**src/include/saturn_params.svh**
```systemverilog
// Width macros for instruction nibbles, nibble addresses and working registers.
`ifndef SATURN_PARAMS_SVH
`define SATURN_PARAMS_SVH

// ********************************************************************
// Datapath widths
// ********************************************************************

`define SATURN_NIB_W  4    // One instruction nibble, also the P width.
`define SATURN_ADDR_W 20   // Nibble address space.
`define SATURN_WORD_W 16   // Working registers A to D.

`endif

```
**src/hw/saturn_pkg.sv**
```systemverilog
// Shared types: nibble, address and word vectors, ALU register and opcode enums, decoder states.
`default_nettype none

package saturn_pkg;

`include "saturn_params.svh"

    typedef logic [`SATURN_NIB_W-1:0]  nibble_t;   // Nibble or immediate.
    typedef logic [`SATURN_ADDR_W-1:0] addr_t;     // Nibble address.
    typedef logic [`SATURN_WORD_W-1:0] word_t;     // Register value.

    // ********************************************************************
    // ALU descriptor fields
    // ********************************************************************

    // Codes 0..3 line up with the two-bit register fields of Cx, Dx and Ex.
    typedef enum logic [2:0] {
        ALU_REG_A    = 3'd0,
        ALU_REG_B    = 3'd1,
        ALU_REG_C    = 3'd2,
        ALU_REG_D    = 3'd3,
        ALU_REG_P    = 3'd4,
        ALU_REG_IMM  = 3'd5,     // Immediate from the descriptor.
        ALU_REG_NONE = 3'd6      // No register.
    } alu_reg_e;

    typedef enum logic [2:0] {
        ALU_OP_NOP     = 3'd0,   // Illegal instruction, no write.
        ALU_OP_COPY    = 3'd1,
        ALU_OP_ADD     = 3'd2,
        ALU_OP_SUB     = 3'd3,
        ALU_OP_NIBLOAD = 3'd4    // Load one nibble of C.
    } alu_op_e;

    typedef enum logic [1:0] {
        DEC_IDLE    = 2'd0,      // Waiting for a first nibble.
        DEC_OPERAND = 2'd1,      // Waiting for the second nibble.
        DEC_HOLD    = 2'd2       // Descriptor presented to the ALU.
    } dec_state_e;

endpackage

`default_nettype wire

```
**src/hw/saturn_ifs.sv**
```systemverilog
// Decoder-to-ALU operation interface and register file access interface.
`timescale 1ns/1ps
`default_nettype none

// ********************************************************************
// Operation descriptor, valid/ready handshake
// ********************************************************************

interface saturn_op_if;
    import saturn_pkg::*;

    logic     op_valid;   // Descriptor present.
    logic     op_ready;   // ALU can take it.
    alu_op_e  op_code;    // Operation.
    alu_reg_e op_dest;    // Destination register.
    alu_reg_e op_src;     // Source register or IMM.
    nibble_t  op_imm;     // Immediate nibble.
    addr_t    op_pc;      // Address of the first nibble.

    modport source (
        output op_valid, op_code, op_dest, op_src, op_imm, op_pc,
        input  op_ready
    );

    modport sink (
        input  op_valid, op_code, op_dest, op_src, op_imm, op_pc,
        output op_ready
    );
endinterface

// ********************************************************************
// Register file ports, two reads and one write
// ********************************************************************

interface saturn_rf_if;
    import saturn_pkg::*;

    alu_reg_e rd_sel_1;   // Read port 1 select.
    alu_reg_e rd_sel_2;   // Read port 2 select.
    word_t    rd_data_1;  // Read port 1 data.
    word_t    rd_data_2;  // Read port 2 data.
    nibble_t  rd_p;       // Current P.
    logic     wr_en;      // Write strobe.
    alu_reg_e wr_sel;     // Write select.
    word_t    wr_data;    // Write data.

    modport regs (
        input  rd_sel_1, rd_sel_2, wr_en, wr_sel, wr_data,
        output rd_data_1, rd_data_2, rd_p
    );

    modport alu (
        output rd_sel_1, rd_sel_2, wr_en, wr_sel, wr_data,
        input  rd_data_1, rd_data_2, rd_p
    );
endinterface

`default_nettype wire

```
**src/hw/saturn_inst_decoder.sv**
```systemverilog
// Nibble-serial instruction decoder FSM that builds ALU operation descriptors.
`timescale 1ns/1ps
`default_nettype none

module saturn_inst_decoder (
    input  wire                  i_clk,
    input  wire                  i_reset,
    input  wire                  i_nib_valid,   // Nibble offered.
    input  wire saturn_pkg::nibble_t i_nibble,  // Instruction nibble.
    input  wire saturn_pkg::addr_t   i_nib_addr, // Its address.
    output logic                 o_nib_ready,   // Decoder can take a nibble.
    saturn_op_if.source          op             // Descriptor to the ALU.
);
    import saturn_pkg::*;

    dec_state_e state;        // FSM state.
    nibble_t    first_nib;    // First nibble, selects the block.
    logic       nib_take;     // Nibble consumed this edge.
    logic       op_take;      // Descriptor consumed this edge.

    assign nib_take = i_nib_valid && o_nib_ready;
    assign op_take  = op.op_valid && op.op_ready;

    // Blocks 2, 3, C, D and E take an operand nibble.
    function automatic logic is_legal(input nibble_t nib);
        case (nib)
            4'h2, 4'h3, 4'hC, 4'hD, 4'hE: is_legal = 1'b1;
            default:                      is_legal = 1'b0;
        endcase
    endfunction

    // Two-bit field to register A..D.
    function automatic alu_reg_e field_reg(input logic [1:0] sel);
        field_reg = alu_reg_e'({1'b0, sel});
    endfunction

    // ********************************************************************
    // Decoder FSM
    // ********************************************************************

    always_ff @(posedge i_clk) begin
        if (i_reset) begin
            state       <= DEC_IDLE;
            o_nib_ready <= 1'b0;              // Rises on the first cycle after reset.
            op.op_valid <= 1'b0;
        end else begin
            case (state)
                DEC_IDLE: begin
                    o_nib_ready <= 1'b1;
                    if (nib_take) begin
                        op.op_pc  <= i_nib_addr;  // Instruction PC.
                        first_nib <= i_nibble;
                        if (is_legal(i_nibble)) begin
                            state <= DEC_OPERAND;
                        end else begin
                            // Illegal, one nibble long.
                            op.op_code  <= ALU_OP_NOP;
                            op.op_dest  <= ALU_REG_NONE;
                            op.op_src   <= ALU_REG_NONE;
                            op.op_imm   <= '0;
                            op.op_valid <= 1'b1;
                            o_nib_ready <= 1'b0;  // Stall while held.
                            state       <= DEC_HOLD;
                        end
                    end
                end
                DEC_OPERAND: begin
                    if (nib_take) begin
                        op.op_imm   <= i_nibble;  // Only 2n and 3n use it.
                        op.op_valid <= 1'b1;
                        o_nib_ready <= 1'b0;
                        state       <= DEC_HOLD;
                        case (first_nib)
                            4'h2: begin           // P = n.
                                op.op_code <= ALU_OP_COPY;
                                op.op_dest <= ALU_REG_P;
                                op.op_src  <= ALU_REG_IMM;
                            end
                            4'h3: begin           // C[P] = n.
                                op.op_code <= ALU_OP_NIBLOAD;
                                op.op_dest <= ALU_REG_C;
                                op.op_src  <= ALU_REG_IMM;
                            end
                            default: begin        // Cx, Dx, Ex.
                                op.op_dest <= field_reg(i_nibble[3:2]);
                                op.op_src  <= field_reg(i_nibble[1:0]);
                                op.op_code <= (first_nib == 4'hC) ? ALU_OP_ADD :
                                              (first_nib == 4'hD) ? ALU_OP_COPY :
                                                                    ALU_OP_SUB;
                            end
                        endcase
                    end
                end
                DEC_HOLD: begin
                    if (op_take) begin
                        op.op_valid <= 1'b0;
                        o_nib_ready <= 1'b1;      // Back the cycle after transfer.
                        state       <= DEC_IDLE;
                    end
                end
                default: begin
                    state <= DEC_IDLE;
                end
            endcase
        end
    end

endmodule

`default_nettype wire

```
**src/hw/saturn_reg_file.sv**
```systemverilog
// Working registers A to D and pointer P with two combinational reads and one write.
`timescale 1ns/1ps
`default_nettype none

module saturn_reg_file (
    input  wire        i_clk,
    input  wire        i_reset,
    saturn_rf_if.regs  rf          // Read and write ports.
);
    import saturn_pkg::*;

    word_t   reg_a;   // Working registers.
    word_t   reg_b;
    word_t   reg_c;
    word_t   reg_d;
    nibble_t reg_p;   // Nibble pointer.

    // P reads zero-extended, IMM and NONE read as zero.
    function automatic word_t read_sel(input alu_reg_e sel);
        case (sel)
            ALU_REG_A: read_sel = reg_a;
            ALU_REG_B: read_sel = reg_b;
            ALU_REG_C: read_sel = reg_c;
            ALU_REG_D: read_sel = reg_d;
            ALU_REG_P: read_sel = word_t'(reg_p);
            default:   read_sel = '0;
        endcase
    endfunction

    always_comb begin
        rf.rd_data_1 = read_sel(rf.rd_sel_1);
        rf.rd_data_2 = read_sel(rf.rd_sel_2);
    end

    assign rf.rd_p = reg_p;

    // ********************************************************************
    // Write port
    // ********************************************************************

    always_ff @(posedge i_clk) begin
        if (i_reset) begin
            reg_a <= '0;
            reg_b <= '0;
            reg_c <= '0;
            reg_d <= '0;
            reg_p <= '0;
        end else if (rf.wr_en) begin
            case (rf.wr_sel)
                ALU_REG_A: reg_a <= rf.wr_data;
                ALU_REG_B: reg_b <= rf.wr_data;
                ALU_REG_C: reg_c <= rf.wr_data;
                ALU_REG_D: reg_d <= rf.wr_data;
                ALU_REG_P: reg_p <= rf.wr_data[$bits(nibble_t)-1:0];  // Low nibble.
                default: ;                    // IMM and NONE are not stored.
            endcase
        end
    end

endmodule

`default_nettype wire

```
**src/hw/saturn_alu.sv**
```systemverilog
// ALU that executes descriptors, writes back to the register file and holds one result.
`timescale 1ns/1ps
`default_nettype none

module saturn_alu (
    input  wire                  i_clk,
    input  wire                  i_reset,
    saturn_op_if.sink            op,             // Descriptor from the decoder.
    saturn_rf_if.alu             rf,             // Operand reads and write-back.
    output logic                 o_res_valid,    // Result present.
    input  wire                  i_res_ready,    // Result taken.
    output saturn_pkg::alu_reg_e o_res_reg,      // Register written.
    output saturn_pkg::word_t    o_res_value,    // Value written.
    output saturn_pkg::addr_t    o_res_pc,       // Instruction PC.
    output logic                 o_res_illegal   // Illegal instruction.
);
    import saturn_pkg::*;

    logic  accept;    // Descriptor consumed this edge.
    word_t src_val;   // Source operand.
    word_t result;    // New destination value.

    // Slot empty or draining this edge.
    assign op.op_ready = !o_res_valid || i_res_ready;
    assign accept      = op.op_valid && op.op_ready;

    assign rf.rd_sel_1 = op.op_dest;
    assign rf.rd_sel_2 = op.op_src;

    // ********************************************************************
    // Datapath
    // ********************************************************************

    always_comb begin
        src_val = (op.op_src == ALU_REG_IMM) ? word_t'(op.op_imm) : rf.rd_data_2;
        case (op.op_code)
            ALU_OP_COPY: result = src_val;
            ALU_OP_ADD:  result = rf.rd_data_1 + src_val;   // Wraps.
            ALU_OP_SUB:  result = rf.rd_data_1 - src_val;   // Wraps.
            ALU_OP_NIBLOAD: begin
                result = rf.rd_data_1;                      // Keep other nibbles.
                result[{rf.rd_p[1:0], 2'b00} +: $bits(nibble_t)] = op.op_imm;
            end
            default:     result = '0;                       // NOP.
        endcase
    end

    // Write on the accepting edge so the next descriptor sees it.
    assign rf.wr_en   = accept && (op.op_code != ALU_OP_NOP);
    assign rf.wr_sel  = op.op_dest;
    assign rf.wr_data = result;

    // ********************************************************************
    // Result slot
    // ********************************************************************

    always_ff @(posedge i_clk) begin
        if (i_reset) begin
            o_res_valid <= 1'b0;
        end else if (accept) begin
            o_res_valid <= 1'b1;              // Refill, possibly while draining.
        end else if (i_res_ready) begin
            o_res_valid <= 1'b0;              // Drained.
        end
    end

    always_ff @(posedge i_clk) begin
        if (accept) begin
            o_res_reg     <= op.op_dest;
            o_res_value   <= result;
            o_res_pc      <= op.op_pc;
            o_res_illegal <= (op.op_code == ALU_OP_NOP);
        end
    end

endmodule

`default_nettype wire

```
**src/hw/saturn_core.sv**
```systemverilog
// Core top level joining decoder, register file and ALU behind plain nibble and result ports.
`timescale 1ns/1ps
`default_nettype none

module saturn_core (
    input  wire                  i_clk,
    input  wire                  i_reset,
    // Nibble input.
    input  wire                  i_nib_valid,
    input  wire saturn_pkg::nibble_t i_nibble,
    input  wire saturn_pkg::addr_t   i_nib_addr,
    output logic                 o_nib_ready,
    // Result output.
    output logic                 o_res_valid,
    input  wire                  i_res_ready,
    output saturn_pkg::alu_reg_e o_res_reg,
    output saturn_pkg::word_t    o_res_value,
    output saturn_pkg::addr_t    o_res_pc,
    output logic                 o_res_illegal
);

    saturn_op_if op_bus ();   // Decoder to ALU.
    saturn_rf_if rf_bus ();   // Register file to ALU.

    // ********************************************************************
    // Pipeline: decode, then execute and write back
    // ********************************************************************

    saturn_inst_decoder u_decoder (
        .i_clk       (i_clk),
        .i_reset     (i_reset),
        .i_nib_valid (i_nib_valid),
        .i_nibble    (i_nibble),
        .i_nib_addr  (i_nib_addr),
        .o_nib_ready (o_nib_ready),
        .op          (op_bus)
    );

    saturn_reg_file u_reg_file (
        .i_clk   (i_clk),
        .i_reset (i_reset),
        .rf      (rf_bus)
    );

    saturn_alu u_alu (
        .i_clk         (i_clk),
        .i_reset       (i_reset),
        .op            (op_bus),
        .rf            (rf_bus),
        .o_res_valid   (o_res_valid),
        .i_res_ready   (i_res_ready),
        .o_res_reg     (o_res_reg),
        .o_res_value   (o_res_value),
        .o_res_pc      (o_res_pc),
        .o_res_illegal (o_res_illegal)
    );

endmodule

`default_nettype wire

```
**config.mk**
```make
export PLATFORM = sky130hd
export DESIGN_NAME = saturn_core
export DESIGN_NICKNAME = d
export VERILOG_FILES = /design/src/hw/saturn_pkg.sv /design/src/hw/saturn_ifs.sv /design/src/hw/saturn_inst_decoder.sv /design/src/hw/saturn_reg_file.sv /design/src/hw/saturn_alu.sv /design/src/hw/saturn_core.sv
export VERILOG_INCLUDE_DIRS = /design/src /design/src/include
export SDC_FILE = /design/constraint.sdc
export NUM_CORES = 1
export LEC_CHECK = 0
export BUFFER_PORTS_ARGS = -buffer_cell sky130_fd_sc_hd__buf_2
export CORE_MARGIN = 2
export CORE_UTILIZATION = 25
export DETAILED_ROUTE_END_ITERATION = 8
export HOLD_SLACK_MARGIN = 0.15
export PLACE_DENSITY = 0.41
export SYNTH_ARGS = -nofsm -noshare
export SYNTH_HDL_FRONTEND = slang
export SYNTH_SLANG_ARGS = --single-unit
```
**constraint.sdc**
```tcl
create_clock -name i_clk -period 10.6 [get_ports i_clk]
set_clock_uncertainty 0.2 [all_clocks]
set_input_delay 0 -clock i_clk [delete_from_list [all_inputs] [get_ports i_clk]]
set_output_delay 0 -clock i_clk [all_outputs]
set_load 0.01 [all_outputs]
```
# Yosys cells after proc, flatten, opt, wreduce, memory -nomap -nowiden
# Cells that the tools add are included.
# Widths: inputs -> output; s select.
[word_totals]
regBits = 150
input_bits = 28
out_inout_bits = 42
elab_cells = 123
[op_classes]
addsub = 3
n_eq_ne = 28
shift = 2
mux = 45
bitwise_logic = 1
reduce_logical = 25
[op_table]
columns = ["cell", "count"]
rows = [
  ["$pmux 16 s5", 2],
  ["$pmux 16 s4", 1],
  ["$pmux 3 s2", 5],
  ["$mux 3", 9],
  ["$eq 4x4->1 const B", 5],
  ["$eq 3x2->1 const B", 6],
  ["$add 16x16->16", 1],
  ["$bwmux 16", 1],
  ["$eq 4x2->1 const B", 4],
  ["$mux 16", 1],
  ["$shift 4x6->16 const A", 1],
  ["$shiftx 4x6->16", 1],
  ["$sub 16x16->16", 1],
  ["$mux 1", 14],
  ["$eq 3x3->1 const B", 4],
  ["$mux 4", 3],
  ["$mux 2", 5],
  ["$reduce_and 2->1", 5],
  ["$reduce_and 5->1", 2],
  ["$eq 3x1->1 const B", 3],
  ["$logic_not 3->1", 3],
  ["$reduce_and 3->1", 3],
  ["$pmux 4 s2", 1],
  ["$ne 2x1->1 const B", 3],
  ["other kinds (15)", 20],
]

# Logic depth before layout (Yosys ltp)
# Gate-level depths: netlist (run 1).
[depth]
ltp_word = 9
ltp_mapped = 21
ltp_nobuf = 18

# By module
# A second synthesis (run 1) with hierarchy kept.
[unflattened]
cells_unflattened = 823
area_unflattened_um2 = 8134.1
[modules_own_cells]
columns = ["module", "n_inst", "cells_per_inst", "area_each_um2", "seq_area_each_um2"]
rows = [
  ["saturn_reg_file", 1, 396, 3470.8, 1361.3],
  ["saturn_alu", 1, 331, 3111.7, 1221.2],
  ["saturn_inst_decoder", 1, 96, 1551.5, 1191.1],
]

# Worst setup path before layout (run 1)
# OpenSTA, ideal clock, no wires.
[synth_timing]
path_type = "reg-to-reg"
from = "register u_decoder.op.op_src[0]"
to = "register u_alu.o_res_value[15] (data pin)"
setup_ns = 0.258
arrival_time_ns = 3.566
required_time_ns = 10.142
setup_slack_ns = 6.576
stages_incl_launch_ff = 21
n_path_buf = 3
period_less_slack_ns = 4.024
cell_sequence = "edfxtp_1 buf_6 buf_8 buf_4 nand3_1 o21ai_1 o41ai_2 and2_1 nand2_1 o21ai_0 o21ai_0 xor2_1 ha_1 a21o_1 a21oi_1 inv_1 o31a_1 o22ai_1 xnor2_1 a21oi_2 inv_1"
[synth_between]
elab_chain_len = 5
word_cells_on_any_way = 11
classes_between = "add/sub (2); eq/ne (5); mux (3); reduce/logical (1)"
[synth_rtl]
columns = ["element", "line", "text"]
rows = [
  ["from (decl)", "saturn_ifs.sv:21", "output op_valid, op_code, op_dest, op_src, op_imm, op_pc,"],
  ["from (signal assigned)", "saturn_inst_decoder.sv:86", "op.op_src <= field_reg(i_nibble[1:0]);"],
  ["$eq 3x3->1, or another cell as far along", "saturn_reg_file.sv:20", "case (sel)"],
  ["$pmux 16 s5", "saturn_reg_file.sv:20", ""],
  ["$mux 16 (*)", "saturn_alu.sv:35", "src_val = (op.op_src == ALU_REG_IMM) ? word_t'(op.op_imm) : rf.rd_data_2;"],
  ["$sub 16x16->16 or $add 16x16->16 (tied branches)", "saturn_alu.sv:39, saturn_alu.sv:38", ""],
  ["$pmux 16 s4 (*)", "saturn_alu.sv:36", "case (op.op_code)"],
  ["via rf_bus.wr_data[15]", "saturn_ifs.sv:45", "word_t wr_data;"],
  ["to (signal assigned)", "saturn_alu.sv:70", "o_res_value <= result;"],
  ["to (decl)", "saturn_alu.sv:13", "output saturn_pkg::word_t o_res_value,"],
]
# The timed path passes the listed nets; every way through them passes the cells marked *.
# A chain may end at the register's enable or synchronous reset.

# Final worst setup path (run 1)
[layout_timing]
from = "register u_decoder.op.op_src[0]"
to = "register u_reg_file.reg_a[11]"
[layout_between]
elab_chain_len = 5
word_cells_on_any_way = 11
classes_between = "add/sub (2); eq/ne (5); mux (3); reduce/logical (1)"
[layout_rtl]
columns = ["element", "line", "text"]
rows = [
  ["$eq 3x3->1, or another cell as far along", "saturn_reg_file.sv:20", ""],
  ["$pmux 16 s5", "saturn_reg_file.sv:20", ""],
  ["$mux 16 (*)", "saturn_alu.sv:35", ""],
  ["$sub 16x16->16 or $add 16x16->16 (tied branches)", "saturn_alu.sv:39, saturn_alu.sv:38", ""],
  ["$pmux 16 s4 (*)", "saturn_alu.sv:36", ""],
  ["via rf_bus.wr_data[11]", "saturn_ifs.sv:45", ""],
  ["to (signal assigned)", "saturn_reg_file.sv:50", "ALU_REG_A: reg_a <= rf.wr_data;"],
  ["to (decl)", "saturn_reg_file.sv:12", "word_t reg_a;"],
]
# Marked as above.

==> run summary, run 1 <==
The critical path goes through buf_4 -> mux4_2 -> o41ai_2 -> and2_1 -> nand2_1 -> o21ai_0 -> xnor2_1 -> ha_1 -> or2_2 -> nor3_1 -> a21oi_1 -> o21a_1 -> o21a_1 -> o31ai_1 -> nor2_1 -> nor3_1. In this run the vertical extent of the chip is 181 µm. Using the TritonRoute via totals, the vias-per-cell ratio works out to 4.80. Entering global routing, the biggest net connects 75 pins. The tools report the critical path launch point type as a register. The worst hold path terminates at u_decoder.first_nib[0]$_DFFE_PP_. The fill cell instance count of the final layout was 3,106; the slew at the pin closest to its max-slew limit was 1.19 ns. The register clock-pin slew on the reported worst setup and hold paths was 0.06 ns; the number of enable-type register cells in the synthesized netlist was 77.

The run finished with clean final reports. The finished layout holds 1,266 standard cells, fillers aside. The tools report the startpoint of the lowest-slack hold path as i_nibble[0]. TritonCTS built the clock tree. Count of boundary I/O pins: 70. The count of nets left with antenna violations once routing finished came out at 0.

The smallest clock period supported by the final layout is computed as 4.83 ns. The tools report the number of placement rows as 64. The HPWL after detailed placement came out at 15,200 µm. The most used flip-flop cell after synthesis is sky130_fd_sc_hd__edfxtp_1. Setup violations remaining at the end of the flow were counted as 0. In the layout the commonest cells are sky130_fd_sc_hd__nor2_1 (111), sky130_fd_sc_hd__edfxtp_1 (77), sky130_fd_sc_hd__dfxtp_1 (73), sky130_fd_sc_hd__buf_2 (69), sky130_fd_sc_hd__a211oi_1 (57). For the maximum ir drop on the vdd rail, the log shows 0.0979 mV.

After synthesis the netlist holds a flip-flop and latch count of 150. The H-tree was split into 4 levels. For the worst flop-to-flop path, the logic depth is 16. Data on the critical path arrives at its endpoint at 4.98 ns.

The worst setup path is captured at a register. Counting instances, the worst hold path has a depth of 2. The async set-reset flop share out of synthesis works out to 0. For this design, the sink count on the clock tree is 150. For the final routed database, the setup TNS stands at 0 ns.

The run gives 0.877 as the weighted congestion reported at the end of routability-driven placement. The aggregate global-route resource usage came out at 0.138. The slowest library cell on the worst path was sky130_fd_sc_hd__o31ai_1. The tools report the remaining max-slew budget at the tightest pin as 0.207. The die covers 32,700 µm². The number of clock buffers added by TritonCTS is 17. The share of final-layout standard cells stronger than drive strength 1 is 0.167, and the core footprint is 30,700 µm². The via count of the first global-routing pass came out at 5,964.

The critical path class was register to register. Across the run, the number of max-cap violations was 0. Dividing total power by cell area gives a power density of 167 nW/µm².

For the count of routing violations after the opening detailed-route iteration, the log shows 391. The fraction of met1 tracks used by global routing is 0.184. The cell family contributing the most delay on the critical path was compound AO/OA/AOI/OAI gates. The number of buffers and inverters on the critical path was 1. The run gives 0.255 as the initial core utilization. The largest registers in the layout are u_alu.o_res_pc (20), u_decoder.op.op_pc (20). In this run, post-CTS repair resized a total of 0 instances. Clock tree root driver cell: sky130_fd_sc_hd__clkbuf_16. The share of the clock period used by the worst path works out to 0.456. The run gives 0 as the number of warning messages in the yosys log. The post-synthesis sequential area ratio is 0.483. The count of port buffers added during placement was 69.

In this run the register-to-register setup slack is 5.77 ns. The total global routing overflow is 0, and the number of max-slew violations in the final report is 0. The run gives 0 as the final hold violation count. Averaged over all synthesized cells, the footprint is 10.4 µm².

The delay of the slowest cell on the worst path is 0.64 ns, and the cell area after synthesis is 7820 µm². The detailed router placed 6,078 vias in this run. The tools report the length of the first detailed-routing pass in iterations as 5. The tools report the count of mapped cells out of synthesis as 749.

Summing all flip-flop and latch instances after layout gives 3770 µm². The total routed wirelength was 22,300 µm. For the maximum clock insertion buffer count, the log shows 2.

The insertion delay to the later sink of the worst-skew pair is 0.43 ns. The number of setup buffers added after CTS is 0, and the maximum fanout along the worst path is 24. The multi-input combinational cells in the finished layout cover a total of 3740 µm². The logs give 3.55 nW for the leakage power and 0.0274 for the met3 capacity usage during global routing. The area growth from synthesis to layout is 23.1%.

The final layout contains 911 nets. The first global-routing pass estimated 35,100 µm of wire. The count of unresolved DRC violations after routing was 0. The beginning of the worst register-to-register path was u_decoder.op.op_src[0]$_SDFFCE_PN0P_. Leaving out fill and tap cells, the most frequent cell in the layout is sky130_fd_sc_hd__nor2_1. The die outline width was 181 µm; the critical path data required time was 10.75 ns.

The endpoint identified for the worst register-to-register timing path is u_reg_file.reg_a[11]$_SDFFE_PP0P_. The run gives 207 MHz as the fmax. The initial antenna violation count came out at 0.

The run gives 1,184 as the post-placement cell count. 0 antenna diodes ended up in the layout. The most used routing layer was met2. In the final routed layout, each cell accounts on average for 17.6 µm. Synthesis instantiated 61 different standard cells from the library. Net count after synthesis: 803.

Setup repair after global routing left no endpoint under its margin. For the fraction of met2 tracks used by global routing, the log shows 0.221. Worst min-delay path class: input port to register.
==> final cells by class <==
type | count | share of cell area
Sequential cell | 150 | 0.392
Inverter | 35 | 0.0137
Clock buffer | 17 | 0.0442
Tap cell | 396 | 0.0515
Clock inverter | 15 | 0.0134
Multi-Input combinational cell | 523 | 0.389
Timing Repair Buffer | 130 | 0.0965
==> cell families (layout without fill, tap and decap cells) <==
group,after synthesis,count (layout),synth area share
compound gates,187,187,0.166
xor+xnor,24,24,0.0269
fa+ha+maj,26,26,0.0426
buf+inv,76,197,0.0408
flops,150,150,0.483
mux,41,41,0.0947
simple gates,245,245,0.147
==> synthesized netlist by cell type (3+ instances only) <==
library cell               count  area (µm²)
sky130_fd_sc_hd__a211oi_1     57         428
sky130_fd_sc_hd__a21o_1        3        22.5
sky130_fd_sc_hd__a21oi_1      36         180
sky130_fd_sc_hd__a22oi_1      23         173
sky130_fd_sc_hd__and2_1       18         113
sky130_fd_sc_hd__and3_1        4        25.0
sky130_fd_sc_hd__buf_2         6        30.0
sky130_fd_sc_hd__clkbuf_1     29         109
sky130_fd_sc_hd__dfxtp_1      73        1460
sky130_fd_sc_hd__edfxtp_1     77        2310
sky130_fd_sc_hd__ha_1         25         313
sky130_fd_sc_hd__inv_1        35         131
sky130_fd_sc_hd__mux2_2        6        67.6
sky130_fd_sc_hd__mux2i_1      11         110
sky130_fd_sc_hd__mux4_1        6         158
sky130_fd_sc_hd__mux4_2       18         405
sky130_fd_sc_hd__nand2_1      38         143
sky130_fd_sc_hd__nand2b_1      9        56.3
sky130_fd_sc_hd__nand3_1      10        50.1
sky130_fd_sc_hd__nand3b_1      4        30.0
sky130_fd_sc_hd__nor2_1      112         420
sky130_fd_sc_hd__nor2b_1      17         106
sky130_fd_sc_hd__nor3_1       19        95.1
sky130_fd_sc_hd__nor3b_1       3        22.5
sky130_fd_sc_hd__o211ai_1      3        22.5
sky130_fd_sc_hd__o21a_1        9        67.6
sky130_fd_sc_hd__o21ai_0      18        90.1
sky130_fd_sc_hd__o22a_1        6        52.6
sky130_fd_sc_hd__o22ai_1       9        56.3
sky130_fd_sc_hd__or2_2         3        18.8
sky130_fd_sc_hd__xnor2_1      15         131
sky130_fd_sc_hd__xor2_1        9        78.8
==> routing by layer <==
metal / vias up / part of all wire
li1: 2981 / -
met1: 2912 / 0.47
met2: 157 / 0.47
met3: 28 / 0.043
met4: 0 / 0.022
met5: - / 0
==> per-stage QoR <==
stage          hold WS, ns  cell area [µm²]  total power, W  worst slack [ns]  utilization
6_report             0.163             9620         0.00160              5.77        0.314
5_1_grt              0.180             9620         0.00169              5.43        0.314
4_1_cts              0.152             9620         0.00162              5.72        0.314
3_5_place_dp       -0.0219             8570         0.00102              5.75        0.279
3_3_place_gp       -0.0235             8570         0.00103              5.76        0.279
2_1_floorplan       -0.101             7820        0.000919              6.58            -
==> worst max path at each step <==
stage                                                   end  cells past startpoint  slack (ns)                            startpoint
after global routing      u_reg_file.reg_c[11]$_SDFFE_PP0P_                     16        5.43  u_decoder.op.op_src[0]$_SDFFCE_PN0P_
after global placement    u_reg_file.reg_c[11]$_SDFFE_PP0P_                     16        5.76  u_decoder.op.op_src[0]$_SDFFCE_PN0P_
after floorplan             u_alu.o_res_value[15]$_DFFE_PP_                     20        6.58  u_decoder.op.op_src[0]$_SDFFCE_PN0P_
after detailed placement  u_reg_file.reg_d[11]$_SDFFE_PP0P_                     16        5.75  u_decoder.op.op_src[0]$_SDFFCE_PN0P_
after CTS                 u_reg_file.reg_d[11]$_SDFFE_PP0P_                     16        5.72  u_decoder.op.op_src[0]$_SDFFCE_PN0P_
final                     u_reg_file.reg_a[11]$_SDFFE_PP0P_                     16        5.77  u_decoder.op.op_src[0]$_SDFFCE_PN0P_
==> where the power goes <==
group | internal, W | switching [W]
sequential | 0.000683 | 0.0000249
combinational | 0.000123 | 0.000193
clock | 0.000324 | 0.000255
==> repair_timing <==
action,CTS,global route
hold buffers,50,0
endpoints found under the setup margin,0,0
hold endpoints to repair,81,0
(Power assumes the default switching activity.)
==> run 2: changes to the inputs <==
- clock period: 10.6 -> 4.9 ns (I/O delays scaled with it)
==> run 2 against run 1 <==
  * Highest routed layer unchanged
  * First-iteration DRC count up 13%
  * Sequential power increased by 120%
  * Routed wire length increased by 1.8%
  * Largest cell class unchanged
  * Cell area increased by 2.0%
  * Combinational power grew 120%
==> run summary, run 2 (synthesis results as in run 1) <==
The leading cell type in the layout, fill and taps excluded is sky130_fd_sc_hd__nor2_1 (unchanged). The post-detailed-route wirelength per cell was 17.6 µm (about the same). The logs give 70 (unchanged) for the count of boundary I/O pins and 8740 µm² (was 8570 µm²) for the post-placement cell area. The arrival time of data at the critical path endpoint is 4.59 ns (was 4.98 ns), and the portion of total power attributed to combinational logic is 0.201 (was 0.197). The number of max-capacitance violations reported is 0 (unchanged), and the via count of the first global-routing pass is 6,250 (was 5,964). The tools report the worst hold endpoint as u_decoder.first_nib[1]$_DFFE_PP_ (was u_decoder.first_nib[0]$_DFFE_PP_). Overall power: 0.00350 W (was 0.00160 W). The run gives 6,136 (was 6,078) as the via count. Most used cells in the layout excluding fill and tap cells: sky130_fd_sc_hd__nor2_1 (111), sky130_fd_sc_hd__edfxtp_1 (77), sky130_fd_sc_hd__dfxtp_1 (73), sky130_fd_sc_hd__buf_2 (69), sky130_fd_sc_hd__a211oi_1 (57) (unchanged).

The total CTS buffers was 17 (unchanged); the slew at the pin closest to its max-slew limit was 1.06 ns (was 1.19 ns). The number of H-tree levels is 4 (unchanged). Overall die area: 32,700 µm² (unchanged). The tools report the clock tree root driver cell as sky130_fd_sc_hd__clkbuf_16 (unchanged). Worst min-delay path class: input port to register (unchanged). The number of max-slew violations in the final report came out at 0 (unchanged). The beginning of the worst register-to-register path is u_decoder.op.op_src[0]$_SDFFCE_PN0P_ (unchanged). The tools report the final instance area as 9820 µm² (was 9620 µm²). Critical path class: register to register (unchanged). The register clock-pin slew on the reported worst setup and hold paths was 0.06 ns (about the same); the maximum fanout along the worst path was 13 (was 24). The core footprint was 30,700 µm² (unchanged).

The logs give 441 (was 391) for the count of routing violations after the opening detailed-route iteration and 0.255 (unchanged) for the initial core utilization. The post-placement cell count was 1,207 (was 1,184); the fmax was 223 MHz (was 207 MHz). The antenna diode count was 0 (unchanged).

The shortest clock period the worst path allows after layout was 4.49 ns (was 4.83 ns). The leakage power was 3.67 nW (was 3.55 nW). The run gives 0 (unchanged) as the total of endpoints with negative setup slack in the final report.

The beginning of the critical path was u_decoder.op.op_src[0]$_SDFFCE_PN0P_ (unchanged). The power density relative to cell area came out at 356 nW/µm² (was 167 nW/µm²). Total routed wirelength: 22,700 µm (was 22,300 µm). The residual antenna-violating net count after detailed routing was 0 (unchanged); the layout overhead on the synthesized area was 25.6% (was 23.1%).

The die outline width is 181 µm (unchanged), and the cell count of the worst reg-to-reg path is 18 (was 16). The largest net degree at the start of global routing came out at 42 (was 75). For the remaining max-slew budget at the tightest pin, the log shows 0.287 (was 0.207). The share of final-layout standard cells stronger than drive strength 1 is 0.190 (was 0.167), and the worst hold path cell count is 2 (unchanged). The tools report the number of placement rows as 64 (unchanged). The critical path launch point type was a register (unchanged).

Critical path data required time: 5.01 ns (was 10.75 ns). For the register-to-register setup slack, the log shows 0.41 ns (was 5.77 ns). Registers with the highest flip-flop counts: u_alu.o_res_pc (20), u_decoder.op.op_pc (20) (unchanged).

The tools report the critical register-to-register path endpoint as u_reg_file.reg_a[14]$_SDFFE_PP0P_ (was u_reg_file.reg_a[11]$_SDFFE_PP0P_). The logs give 0.843 (was 0.877) for the weighted congestion reported at the end of routability-driven placement and 0.00101 W (was 0.000472 W) for the switching component of the power. The run gives 36,100 µm (was 35,100 µm) as the wire length of the first global-routing pass. The tools report the part of the total power dissipated in sequential elements as 0.438 (was 0.442). The worst hold slack after final layout was 0.172 ns (was 0.163 ns).

The number of standard cells in the final layout excluding fillers is 1,290 (was 1,266). The run gives 0.42 ns (was 0.43 ns) as the insertion delay to the later sink of the worst-skew pair. The part of the power in the clock network is 0.361 (about the same), and the count of unresolved DRC violations after routing is 0 (unchanged).

The length of the first detailed-routing pass in iterations is 5 (unchanged), and the maximum clock insertion buffer count is 2 (unchanged). For the HPWL after detailed placement, the log shows 16,300 µm (was 15,200 µm). The detailed-route vias per instance is 4.76 (was 4.80). The total global routing overflow was 0 (unchanged); the clock net sink count was 150 (unchanged). Final hold violation count: 0 (unchanged). TritonCTS built the clock tree.

The run finished with clean final reports. The startpoint of the lowest-slack hold path is i_nibble[1] (was i_nibble[0]). Setup repair after global routing left no endpoint under its margin.

The switching portion of total power is 0.288 (was 0.295). The share of the clock period used by the worst path is 0.916 (was 0.456). The logs give 935 (was 911) for the number of nets at the end of the flow and 0.228 mV (was 0.0979 mV) for the maximum ir drop on the vdd rail.

The total internal power is 0.00249 W (was 0.00113 W), and the setup TNS is 0 ns (unchanged). The run gives 0.141 (was 0.138) as the aggregate global-route resource usage. The endpoint kind of the worst setup timing path is a register (unchanged).

The run gives 0 (unchanged) as the initial antenna violation count. The height of the die was 181 µm (unchanged); the count of port buffers added during placement was 69 (unchanged).
run 2: timing repair:
item                                    4_1_cts  5_1_grt
buffers inserted                              0        2
hold buffers                                 49        0
endpoints found under the hold margin       112        0
endpoints found under the setup margin        0       26
resized for setup                             0        1
run 2: critical path, stage by stage, from the launching register on:
cell	delay (ns)
sky130_fd_sc_hd__edfxtp_1	0.41
sky130_fd_sc_hd__buf_12	0.17
sky130_fd_sc_hd__buf_4	0.15
sky130_fd_sc_hd__and2b_1	0.20
sky130_fd_sc_hd__a22oi_1	0.08
sky130_fd_sc_hd__o2bb2a_1	0.36
sky130_fd_sc_hd__and3_4	0.23
sky130_fd_sc_hd__a21oi_1	0.23
sky130_fd_sc_hd__xnor2_1	0.15
sky130_fd_sc_hd__ha_1	0.32
sky130_fd_sc_hd__a2111o_1	0.41
sky130_fd_sc_hd__o2111ai_1	0.25
sky130_fd_sc_hd__a21oi_1	0.14
sky130_fd_sc_hd__o41ai_1	0.40
sky130_fd_sc_hd__xnor2_1	0.12
sky130_fd_sc_hd__a21oi_1	0.16
sky130_fd_sc_hd__buf_4	0.16
sky130_fd_sc_hd__inv_1	0.05
sky130_fd_sc_hd__o21a_1	0.18
run 2: worst max-delay path by stage:
| stage | to | slack (ns) | depth (start not counted) |
|---|---|---|---|
| after detailed placement | u_alu.o_res_value[15]$_DFFE_PP_ | 0.19 | 16 |
| after floorplan | u_alu.o_res_value[15]$_DFFE_PP_ | 0.88 | 20 |
| after global placement | u_alu.o_res_value[15]$_DFFE_PP_ | 0.25 | 16 |
| after global routing | u_reg_file.reg_a[14]$_SDFFE_PP0P_ | 0.03 | 19 |
| after CTS | u_alu.o_res_value[15]$_DFFE_PP_ | 0.16 | 16 |
| final | u_reg_file.reg_a[14]$_SDFFE_PP0P_ | 0.41 | 18 |
run 2: layout make-up:
class                           instances  area [µm²]
Clock buffer                           22         464
Clock inverter                         10        95.1
Timing Repair Buffer                  154        1120
Tap cell                              396         495
Multi-Input combinational cell        523        3740
Fill cell                            3130       20900
Sequential cell                       150        3770
Inverter                               35         131
run 2: routing by layer:
metal	share of wire	GRT usage	up-vias	wire, µm
li1	-	-	3019	-
met1	0.48	0.191	2960	11000
met2	0.46	0.225	133	10500
met3	0.036	0.0280	24	812
met4	0.019	0.0461	0	437
met5	0	0	-	0
run 2: power by group through the flow:
stage                     Clock (W)  Sequential, W  Combinational (W)
after CTS                   0.00129        0.00153           0.000705
after global routing        0.00135        0.00155           0.000790
final                       0.00126        0.00153           0.000703
after detailed placement          0        0.00156           0.000672
after floorplan                   0        0.00158           0.000408
after global placement            0        0.00156           0.000680
run 2: stage by stage:
step | utilization | setup WS [ns]
floorplan | - | 0.876
global placement | 0.285 | 0.250
detailed placement | 0.285 | 0.195
CTS | 0.319 | 0.163
global route | 0.320 | 0.0339
finish | 0.320 | 0.413
